--- src/common/sprite_cfg.svh ---
`ifndef SPRITE_CFG_SVH
`define SPRITE_CFG_SVH

//////////////////////////////////////////////////////////////////////
// table size
//////////////////////////////////////////////////////////////////////

`define SPRITE_COUNT 31  // entries 1..31, number 0 is never stored
`define HALF_SIZE    16  // slots per half, high half builds only 15
`define IDX_W        5   // sprite number width

//////////////////////////////////////////////////////////////////////
// field widths
//////////////////////////////////////////////////////////////////////

`define COORD_W      9   // x and y
`define OFFSET_W     9   // pattern offset
`define DATA_W       32  // host data word

//////////////////////////////////////////////////////////////////////
// slice positions in the host data word
//////////////////////////////////////////////////////////////////////

`define OFFSET_LSB   0
`define Y_LSB        9
`define X_LSB        19  // bit 18 is unused

// answer when no valid entry sits at the probed position
`define MISS_OFFSET  1

`endif

--- src/common/sprite_pkg.sv ---
`include "sprite_cfg.svh"

package sprite_pkg;

	//////////////////////////////////////////////////////////////////////
	// scalar types of the stored sprite data
	//////////////////////////////////////////////////////////////////////

	typedef logic [`COORD_W-1:0]  coord_t;       // one screen coordinate
	typedef logic [`OFFSET_W-1:0] offset_t;      // pattern offset
	typedef logic [`IDX_W-1:0]    sprite_idx_t;  // entry number

	//////////////////////////////////////////////////////////////////////
	// composite types
	//////////////////////////////////////////////////////////////////////

	// lookup key, x in the upper half
	typedef struct packed {
		coord_t x;
		coord_t y;
	} position_t;

	// one stored entry without its valid bit
	typedef struct packed {
		position_t pos;
		offset_t   offset;
	} sprite_entry_t;

	// answer of one half of the table
	typedef struct packed {
		logic    hit;     // some valid entry matched
		offset_t offset;  // offset of the first match
	} lookup_res_t;

endpackage

--- src/common/host_pkg.sv ---
`include "sprite_cfg.svh"

package host_pkg;

	import sprite_pkg::*;

	typedef logic [`DATA_W-1:0] host_data_t;  // raw host data word

	// which field of an entry a write targets
	typedef enum logic [1:0] {
		field_offset = 2'd0,
		field_y      = 2'd1,
		field_x      = 2'd2,
		field_none   = 2'd3   // write is ignored
	} field_sel_t;

	//////////////////////////////////////////////////////////////////////
	// host write command, 40 bits
	//////////////////////////////////////////////////////////////////////

	typedef struct packed {
		logic        wr;     // one-cycle strobe
		sprite_idx_t idx;    // target sprite 1..31
		field_sel_t  field;  // field to update
		host_data_t  data;   // sliced per field
	} host_wr_t;

endpackage

--- src/sprite_bank/sprite_half.sv ---
`include "sprite_cfg.svh"

module sprite_half
	import sprite_pkg::*;
	import host_pkg::*;
#(
	parameter int BASE = 1  // first sprite number held here
) (
	input  logic        clk,
	input  logic        rst,
	input  host_wr_t    wr_cmd,
	input  position_t   check,
	output lookup_res_t result,
	output logic        wr_ok
);

	// slots past the last sprite number are not built
	localparam int REMAIN = `SPRITE_COUNT - BASE + 1;
	localparam int SLOTS  = (REMAIN < `HALF_SIZE) ? REMAIN : `HALF_SIZE;

	//////////////////////////////////////////////////////////////////////
	// storage
	//////////////////////////////////////////////////////////////////////

	sprite_entry_t    entries [SLOTS];  // position and offset per slot
	logic [SLOTS-1:0] valid;            // slot written since reset
	logic [SLOTS-1:0] wr_hit;           // one-hot slot select of a write

	//////////////////////////////////////////////////////////////////////
	// write decode
	//////////////////////////////////////////////////////////////////////

	// sprite 0 and numbers of the other half never decode here
	always_comb begin
		for (int i = 0; i < SLOTS; i++) begin
			wr_hit[i] = wr_cmd.wr
				&& (wr_cmd.field != field_none)
				&& (wr_cmd.idx == sprite_idx_t'(BASE + i));
		end
	end

	// only the selected field changes, the others keep their value
	always_ff @(posedge clk) begin
		for (int i = 0; i < SLOTS; i++) begin
			if (wr_hit[i]) begin
				case (wr_cmd.field)
					field_offset: entries[i].offset <= wr_cmd.data[`OFFSET_LSB +: `OFFSET_W];
					field_y:      entries[i].pos.y  <= wr_cmd.data[`Y_LSB +: `COORD_W];
					field_x:      entries[i].pos.x  <= wr_cmd.data[`X_LSB +: `COORD_W];
					default:      ;  // filtered out by the decode
				endcase
			end
		end
	end

	always_ff @(posedge clk) begin
		if (rst) begin
			valid <= '0;  // nothing matches after reset
			wr_ok <= 1'b0;
		end else begin
			valid <= valid | wr_hit;  // any field write validates
			wr_ok <= |wr_hit;         // one-cycle success pulse
		end
	end

	//////////////////////////////////////////////////////////////////////
	// lookup
	//////////////////////////////////////////////////////////////////////

	// scanned from the top so the lowest matching slot is the last to land
	always_comb begin
		result.hit    = 1'b0;
		result.offset = '0;
		for (int i = SLOTS - 1; i >= 0; i--) begin
			if (valid[i] && (entries[i].pos == check)) begin
				result.hit    = 1'b1;
				result.offset = entries[i].offset;
			end
		end
		if (wr_cmd.wr) begin
			result.hit = 1'b0;  // no lookup during a write
		end
	end

endmodule

--- src/lookup_merge.sv ---
`include "sprite_cfg.svh"

module lookup_merge
	import sprite_pkg::*;
(
	input  logic        clk,
	input  logic        rst,
	input  lookup_res_t low_res,   // sprites 1..16
	input  lookup_res_t high_res,  // sprites 17..31
	input  logic        low_ok,
	input  logic        high_ok,
	output offset_t     read_data,
	output logic        success
);

	localparam offset_t MISS = offset_t'(`MISS_OFFSET);

	//////////////////////////////////////////////////////////////////////
	// priority select
	//////////////////////////////////////////////////////////////////////

	offset_t next_data;

	// every low-half number is below every high-half number
	always_comb begin
		if (low_res.hit) begin
			next_data = low_res.offset;
		end else if (high_res.hit) begin
			next_data = high_res.offset;
		end else begin
			next_data = MISS;  // no match or write in progress
		end
	end

	//////////////////////////////////////////////////////////////////////
	// output registers
	//////////////////////////////////////////////////////////////////////

	always_ff @(posedge clk) begin
		if (rst) begin
			read_data <= MISS;
		end else begin
			read_data <= next_data;  // valid one cycle after check
		end
	end

	// both pulses are already registered in the halves
	// and at most one is high for a given write
	assign success = low_ok | high_ok;

endmodule

--- src/sprite_table_top.sv ---
module sprite_table_top
	import sprite_pkg::*;
	import host_pkg::*;
(
	input  logic        clk,
	input  logic        rst,
	input  logic        wr,            // write strobe, blocks the lookup
	input  sprite_idx_t n_reg,         // sprite number 1..31
	input  field_sel_t  select_field,
	input  host_data_t  data,
	input  position_t   check,         // lookup coordinate
	output offset_t     read_data,
	output logic        success
);

	//////////////////////////////////////////////////////////////////////
	// write command fanned out to both halves
	//////////////////////////////////////////////////////////////////////

	host_wr_t    wr_cmd;
	lookup_res_t low_res;
	lookup_res_t high_res;
	logic        low_ok;
	logic        high_ok;

	assign wr_cmd = '{wr: wr, idx: n_reg, field: select_field, data: data};

	//////////////////////////////////////////////////////////////////////
	// table halves
	//////////////////////////////////////////////////////////////////////

	sprite_half #(.BASE(1)) i_low (  // sprites 1..16
		.clk    (clk),
		.rst    (rst),
		.wr_cmd (wr_cmd),
		.check  (check),
		.result (low_res),
		.wr_ok  (low_ok)
	);

	sprite_half #(.BASE(17)) i_high (  // sprites 17..31
		.clk    (clk),
		.rst    (rst),
		.wr_cmd (wr_cmd),
		.check  (check),
		.result (high_res),
		.wr_ok  (high_ok)
	);

	lookup_merge i_merge (
		.clk       (clk),
		.rst       (rst),
		.low_res   (low_res),
		.high_res  (high_res),
		.low_ok    (low_ok),
		.high_ok   (high_ok),
		.read_data (read_data),
		.success   (success)
	);

endmodule

--- config.mk ---
export PLATFORM = sky130hd
export DESIGN_NAME = sprite_table_top
export DESIGN_NICKNAME = d
export VERILOG_FILES = /design/src/common/sprite_pkg.sv /design/src/common/host_pkg.sv /design/src/sprite_bank/sprite_half.sv /design/src/lookup_merge.sv /design/src/sprite_table_top.sv
export VERILOG_INCLUDE_DIRS = /design/src /design/src/common
export SDC_FILE = /design/constraint.sdc
export NUM_CORES = 1
export LEC_CHECK = 0
export CAP_MARGIN = 10
export CORE_ASPECT_RATIO = 1.2
export CORE_MARGIN = 1
export CORE_UTILIZATION = 49
export CTS_BUF_LIST = sky130_fd_sc_hd__clkbuf_4 sky130_fd_sc_hd__clkbuf_8
export CTS_CLUSTER_DIAMETER = 30
export DETAILED_ROUTE_END_ITERATION = 8
export DONT_BUFFER_PORTS = 1
export HOLD_SLACK_MARGIN = 0.12
export PLACE_DENSITY = 0.67
export SETUP_SLACK_MARGIN = 0.02
export SLEW_MARGIN = 40
export SYNTH_ARGS = -nofsm -noshare
export SYNTH_HDL_FRONTEND = slang
export SYNTH_SLANG_ARGS = --single-unit
--- constraint.sdc ---
create_clock -name clk -period 5 [get_ports clk]
set_input_delay 0 -clock clk [delete_from_list [all_inputs] [get_ports clk]]
set_output_delay 0 -clock clk [all_outputs]
set_load 0.005 [all_outputs]
==> metrics.md, run 1 <==
| Metric | Value |
|---|---|
| Commonest non-fill, non-tap cells in the layout | edfxtp_1, xnor2_1, clkbuf_8 |
| Core area | 75000 um^2 |
| Vias per inst | 5.87 |
| Die Width | 253 um |
| Drt initial violations | 2236 |
| Residual DRC count | 0 |
| Initial core utilization | 0.495 |
| Root Driver | clkbuf_8 |
| Final WS setup | 0.716 ns |
| Full die area | just under 80000 um^2 |
| Vias in the first global route | 22100 |
| Flop-to-flop setup slack | just over 0.7 ns |
| Critical path class | reg -> reg |
| CP peak stage delay | 0.65 ns |
| R2r endpoint | i_merge.read_data[0] |
| Critical path launch point type | register |
| Layout area overhead | 14.1% |
| Lkg Pwr | 13.4 nW |
| Count of pins over their slew limit | 0 |
| Worst Path Required | 5.68 ns |
| PD cells | 368 nW/um^2 |
| Most used cell along the critical path | nand4_1 |
| Post-Layout Cell Count | 3787 |
| GP Congestion | a little over 0.8 |
| Synth Flop Type | edfxtp_1 |
| Die height | 303 um |
| Total Power | about 0.016 W |
| Crit Path Max Fanout | 12 |
| Post-Syn Area | 37100 um^2 |
| Clk Latency, worst-skew pair | 0.79 ns |
| Top layer in use | met5 |
| Crit path time final | about 4.3 ns |
| First-pass GRT wire length | approximately 150 mm |
| Post-DR wirelength/cell | 27.7 um |
| Post CTS Setup Buffer Count | 0 |
| Clk sinks | 879 |
| Final setup violation count | 0 |
| Hold path start | data[5] |
| Vias | 22200 |
| Wirelength, routed | 105 mm |
| IO buf count | 0 |
| Post-DP Area | 37600 um^2 |
| Tcrit/Tclk final | 0.857 |
| Peak supply drop | 0.213 mV |
| Rel. slew slack | 0.399 |
| Layout fillers | 5876 |
| Worst R2R Path Depth | 10 |
| Post-synthesis register bit count | 879 |
| EDFF count, synth | 837 |
| ANT nets after route | 0 |
| Fmax | ~230 MHz |
| Io pins | 70 |
| Met2 WL | 51.2 mm |
| Met1 WL | roughly 40 mm |
| Clk_skew | around 0.03 ns |
| Initial antenna violation count | 6 |
| Yosys Warn Count | 0 |
| Worst hold endpoint | i_low.entries[1][194] |
| Slowest CP cell | nand4_1 |
| Final setup TNS | 0 ns |
| Worst-path clk slew | 0.06 ns |
| GRT Overall Usage | 0.278 |
| # placed instances | 3408 |
| Synth cell types | between 70 and 80 |
| Largest net degree at the start of global routing | 37 |
| Post-detail-place hpwl | 54.2 mm |
| Layout cell share with drive strength beyond 1 | 0.133 |
| Sequential area share after synthesis | 0.700 |
| Crit-path cells | xnor2_1, nand4_1, nor4_1, nand4_1, and3_1, a2111oi_1, o2111ai_1, a311oi_1, o32ai_1, dlygate4sd3_1 |
| Hold WC Path Type | in -> reg |
| Total CTS buffers | 151 |
| Syn_nets | 2573 |
| Cell Rows | 110 |
| # nets final | around 2700 |
| Htree depth | 4 |
| Hold path depth | 2 |
| Cells after Synth | 2513 |
| Design Area, Final | 42300 um^2 |
| Overflow after GRT | 0 |
| Worst Max-Slew Pin Slew | 0.898 ns |
| Final hold violations | 0 |
| Critical path endpoint category | register |
| Commonest non-fill, non-tap cell in the layout | edfxtp_1 |
| RSZ-0062 raised after global routing | no |
| PostCTS Resize Cnt | 0 |
| Worst Path Arrival | 4.96 ns |
| CTS tree | yes |
| Placement Setup Slack | 1.45 ns |
| Mean Syn Cell Area | 14.8 um^2 |
| FFs w/ async S/R, synth | 0 |
| Routed met3 length | between 8 and 9 mm |
| DRT Pass-1 Iters | 5 |
| Number of max-cap violations | 0 |
| Clock tree buffer depth | 3 |
| Worst r2r src | i_low.entries[1][161] |
| Status | finished, final reports clean |
Yosys cell counts, types with 22 or more instances:
cell	number	area, um^2
edfxtp_1	837	25100
xor2_1	85	744
nor3_1	23	115
nand3_1	34	170
dfxtp_1	42	841
nor2_1	178	668
a21oi_1	58	290
nor4_1	39	244
buf_6	34	383
nand4_1	137	857
inv_1	93	349
xnor2_1	470	4120
o211ai_1	22	165
nand2_1	84	315
buf_2	34	170
clkbuf_1	36	135
o21ai_0	63	315
per-layer routing:
layer  vias to the layer above  track usage
met4                         8        0.112
met5                         -            0
met3                       226       0.0549
met1                     11400        0.356
li1                       9541            -
met2                      1054        0.464
power breakdown:
| group | switching [W] | total (W) | internal (W) | leakage [nW] |
|---|---|---|---|---|
| Combinational | 0.000355 | 0.000604 | 0.000249 | 3.84 |
| Sequential | 0.00000894 | 0.00809 | 0.00808 | 7.86 |
| Clock | 0.00293 | 0.00688 | 0.00396 | 1.68 |
| Total | 0.00329 | 0.0156 | 0.0123 | 13.4 |
sequential cells by signal (all words and copies together), names as in the netlist:
| signal | cells |
|---|---|
| i_low.entries | 432 |
| i_high.entries | 405 |
| i_low.valid | 16 |
| i_high.valid | 15 |
| i_merge.read_data | 9 |
| i_high.wr_ok | 1 |
| i_low.wr_ok | 1 |
metrics by stage:
stage / util / hold WS (ns)
floorplan: - / 0.0989
global placement: 0.501 / 0.0893
detailed placement: 0.501 / 0.0948
CTS: 0.563 / 0.120
global route: 0.564 / 0.168
finish: 0.564 / 0.182
worst max-delay path by stage:
stage                           endpoint                   from  slack [ns]
floorplan           i_merge.read_data[1]   i_low.entries[1][71]        2.58
global placement    i_merge.read_data[3]   i_low.entries[1][90]        1.52
detailed placement  i_merge.read_data[3]  i_low.entries[1][101]        1.45
CTS                 i_merge.read_data[0]  i_low.entries[1][151]        0.87
global route        i_merge.read_data[0]  i_low.entries[1][161]        0.67
finish              i_merge.read_data[0]  i_low.entries[1][161]        0.72
cell type report:
type	count	area [um^2]	share of cell area
repair buffers	114	1510	0.0356
diodes	3	7.51	0.000177
flip-flops and latches	879	26000	0.614
well taps	1008	1260	0.0298
multi-input cells	1415	9990	0.236
clock inverters	56	531	0.0125
inverters	93	349	0.00825
clock buffers	219	2710	0.0640
critical path: cells and delay by family (launching register included):
| family | cells | cell delay, ns |
|---|---|---|
| flops | 1 | 0.40 |
| xor+xnor | 1 | 0.16 |
| compound gates | 4 | 1.37 |
| simple gates | 4 | 1.64 |
| buf+inv | 1 | 0.59 |
cell families after synthesis:
group	Yosys count	share of synthesized area
AND/OR/NAND/NOR	573	0.0798
multiplexers	24	0.00664
flip-flops	879	0.700
buffers and inverters	219	0.0336
AO/OA/AOI/OAI	259	0.0472
XOR/XNOR	559	0.133
timing repair:
item | CTS | global route
hold buffers | 99 | 0
endpoints found under the setup margin | 0 | 0
endpoints found under the hold margin | 1716 | 0
Power figures use the tool's default switching activity.
==> run 2: changes to the inputs <==
PLACE_DENSITY = 0.66   (was 0.67)
SYNTH_HIERARCHICAL = 1   (was default)
==> run 2 against run 1 <==
  * Design area down 0.95%
  * Sequential cell count is the same
  * Combinational power fell by 3%
  * Largest power group unchanged
  * Hold slack worse by 0.071 ns
  * Clock power decreased by 1%
==> metrics.md, run 2 <==
| Metric | Value |
|---|---|
| Yosys Warn Count | 6 (was 0) |
| Synth Area in Compound Gates | 0.0441 (was 0.0472) |
| Die height | 302 um (was 303 um) |
| PostCTS Resize Cnt | 0 (unchanged) |
| Clock tree buffer depth | 3 (unchanged) |
| EDFF count, synth | 837 (unchanged) |
| Worst-path clk slew | 0.06 ns (about the same) |
| Htree depth | 4 (unchanged) |
| NetSw | 0.00329 W (about the same) |
| Post CTS Setup Buffer Count | 0 (unchanged) |
| # placed instances | 3310 (was 3408) |
| Post-Syn Area | 36900 um^2 (was 37100 um^2) |
| Initial antenna violation count | 4 (was 6) |
| Drt initial violations | 2055 (was 2236) |
| Xor-xnor portion of the synthesized cell area | 0.133 (about the same) |
| Final hold violations | 0 (unchanged) |
| Synth cell types | 78 (was 79) |
| Full die area | 76300 um^2 (was 76800 um^2) |
| Cell Rows | 109 (was 110) |
| CTS tree | yes (unchanged) |
| Slowest CP cell | nand4_1 (unchanged) |
| Commonest non-fill, non-tap cell in the layout | edfxtp_1 (unchanged) |
| GP Congestion | 0.789 (was 0.829) |
| Final setup TNS | 0 ns (unchanged) |
| Vias | 21100 (was 22200) |
| Main combinational cell family by area after synthesis | XOR/XNOR gates (unchanged) |
| Final setup violation count | 0 (unchanged) |
| Post-Layout Cell Count | 3683 (was 3787) |
| Die Width | 252 um (was 253 um) |
| Top post-synthesis cells by area | edfxtp_1, xnor2_1, xor2_1, dfxtp_1, nand4_1 (was edfxtp_1, xnor2_1, nand4_1, dfxtp_1, xor2_1) |
| Io pins | 70 (unchanged) |
| Vias per inst | 5.74 (was 5.87) |
| Crit-path cells | xnor2_1, nand4_1, nor4_1, nand4_1, nand2b_1, o22ai_1, a221oi_1, nand3b_1, dlygate4sd3_1, a21oi_1, dlygate4sd3_1 (was xnor2_1, nand4_1, nor4_1, nand4_1, and3_1, a2111oi_1, o2111ai_1, a311oi_1, o32ai_1, dlygate4sd3_1) |
| Worst Path Arrival | 5.12 ns (was 4.96 ns) |
| Tcrit/Tclk final | 0.873 (was 0.857) |
| Layout area overhead | 13.8% (was 14.1%) |
| Clock power share | 0.440 (was 0.442) |
| Clk sinks | 879 (unchanged) |
| Largest Register | i_low/entries (was i_low.entries) |
| Post-synthesis register bit count | 879 (unchanged) |
| First-pass GRT wire length | 142 mm (was 150 mm) |
| Root Driver | clkbuf_8 (unchanged) |
| Sw Share | 0.212 (was 0.211) |
| Internal | 0.0122 W (was 0.0123 W) |
| Rel. slew slack | 0.428 (was 0.399) |
| Core area | 74100 um^2 (was 75000 um^2) |
| Clk Latency, worst-skew pair | 0.82 ns (was 0.79 ns) |
| PD cells | 369 nW/um^2 (was 368 nW/um^2) |
| Clk_skew | 0.0368 ns (was 0.0302 ns) |
| Crit path time final | 4.36 ns (was 4.28 ns) |
| Worst Path Required | 5.75 ns (was 5.68 ns) |
| Count of pins over their slew limit | 0 (unchanged) |
| DRT Pass-1 Iters | 6 (was 5) |
| Top Registers | i_low/entries x432, i_high/entries x405, i_low/valid x16 (was i_low.entries x432, i_high.entries x405, i_low.valid x16) |
| Largest net degree at the start of global routing | 44 (was 37) |
| Reg power frac | 0.522 (was 0.519) |
| Multiplexer share of the synthesized area | 0.00496 (was 0.00664) |
| Max reg flops | 432 (unchanged) |
| FFs w/ async S/R, synth | 0 (unchanged) |
| Critical path class | reg -> reg (unchanged) |
| Wirelength, routed | 98.5 mm (was 105 mm) |
| Hold WC Path Type | in -> reg (unchanged) |
| Synth Flop Type | edfxtp_1 (unchanged) |
| Overflow after GRT | 0 (unchanged) |
| Mean Syn Cell Area | 15.2 um^2 (was 14.8 um^2) |
| Synth Area in Adders | 0 (unchanged) |
| CTS Hold Buffers Added | 91 (was 99) |
| Syn_nets | 2480 (was 2573) |
| Peak supply drop | 0.281 mV (was 0.213 mV) |
| Total CTS buffers | 147 (was 151) |
| Critical path endpoint category | register (unchanged) |
| Most frequent cell after synthesis | edfxtp_1 (unchanged) |
| Sequential area share after synthesis | 0.705 (was 0.700) |
| Post-DR wirelength/cell | 26.8 um (was 27.7 um) |
| Layout cell share with drive strength beyond 1 | 0.147 (was 0.133) |
| Critical path launch point type | register (unchanged) |
| Top cells by instance count after synthesis | edfxtp_1, xnor2_1, nor2_1 (unchanged) |
| Cell accounting for the most synthesized area | edfxtp_1 (unchanged) |
| CP peak stage delay | 0.69 ns (was 0.65 ns) |
| Worst Max-Slew Pin Slew | 0.854 ns (was 0.898 ns) |
| Lkg Pwr | 13.4 nW (about the same) |
| Number of max-cap violations | 0 (unchanged) |
| ANT nets after route | 0 (unchanged) |
| Vias in the first global route | 21400 (was 22100) |
| Post-detail-place hpwl | 51.8 mm (was 54.2 mm) |
| Crit Path Max Fanout | 12 (unchanged) |
| Top cell type's share of synthesized area | 0.682 (was 0.677) |
| GRT Overall Usage | 0.262 (was 0.278) |
| Synth Area in Simple Gates | 0.0768 (was 0.0798) |
| # nets final | 2620 (was 2714) |
| RSZ-0062 raised after global routing | no (unchanged) |
| Combinational power share | 0.038 (was 0.039) |
| Commonest non-fill, non-tap cells in the layout | edfxtp_1, xnor2_1, clkbuf_8 (unchanged) |
| IO buf count | 0 (unchanged) |
| Residual DRC count | 0 (unchanged) |
| Cells after Synth | 2420 (was 2513) |
| Status | finished, final reports clean (unchanged) |
| Fmax | 229 MHz (was 233 MHz) |
| Initial core utilization | 0.498 (was 0.495) |
==> run 2: cell types whose count changed in the layout (fill, tap and decap cells not counted), sizes merged, moves of 11 or more <==
cell	delta
nor4	+12
o22ai	+11
clkbuf	-18
nor2	-21
o211ai	-21
o21ai	-29
nand2	-17
a221oi	+32
xnor2	-30
xor2	+30
==> run 2: final timing paths <==
check,to,slack (ns),start,cells past startpoint
worst max register to register,i_merge/read_data[1],0.64,i_high/entries[0][51],11
worst min-delay path,i_merge/read_data[8],0.11,check[8],6
worst max-delay path,i_merge/read_data[1],0.64,i_high/entries[0][51],11
worst min register to register,i_high/valid[1],0.45,i_high/valid[1],2
==> run 2: critical path: cells and delay by family (launching register included) <==
| family | cells | cell delay [ns] |
|---|---|---|
| buf+inv | 2 | 1.13 |
| simple gates | 5 | 1.91 |
| xor+xnor | 1 | 0.15 |
| compound gates | 3 | 0.70 |
| flops | 1 | 0.39 |
==> run 2: layer usage <==
metal / global-route usage / wire length (um) / up-vias
li1: - / - / 9215
met1: 0.340 / 39300 / 10800
met2: 0.437 / 48500 / 921
met3: 0.0500 / 7990 / 194
met4: 0.0997 / 2730 / 0
met5: 0 / 0 / -
==> run 2: stage by stage <==
step	cell area (um^2)	power (W)	util	worst slack [ns]	hold slack [ns]
after floorplan	36900	0.00862	-	2.46	0.0989
after global placement	37200	0.00851	0.502	1.59	0.0868
after detailed placement	37200	0.00852	0.503	1.49	0.0898
after CTS	41800	0.0156	0.564	0.731	0.122
after global routing	41900	0.0159	0.566	0.474	0.120
final	41900	0.0155	0.566	0.636	0.110
==> run 2: kinds of logic (layout without fill, tap and decap cells) <==
kind of cell              after synthesis  in the layout
DFF                                   879            879
xor gates and xnor gates              559            559
and+or+nand+nor                       529            529
AOI/OAI and AO/OA                     225            225
buffers and inverters                 210            471
muxes                                  18             18
other                                   0              3
==> run 2: power groups by stage <==
| stage | Combinational (W) | Clock [W] | Sequential (W) |
|---|---|---|---|
| after CTS | 0.000576 | 0.00690 | 0.00809 |
| final | 0.000585 | 0.00681 | 0.00809 |
| after detailed placement | 0.000278 | 0 | 0.00824 |
| after floorplan | 0.000377 | 0 | 0.00824 |
| after global placement | 0.000266 | 0 | 0.00824 |
| after global routing | 0.000615 | 0.00721 | 0.00809 |
==> run 2: layout make-up <==
type / instances / area (um^2)
Antenna cell: 3 / 7.51
Clock buffer: 201 / 2500
Clock inverter: 69 / 703
Fill cell: 5704 / 32100
Inverter: 90 / 338
Multi-Input combinational cell: 1331 / 9680
Sequential cell: 879 / 26000
Tap cell: 999 / 1250
Timing Repair Buffer: 111 / 1470
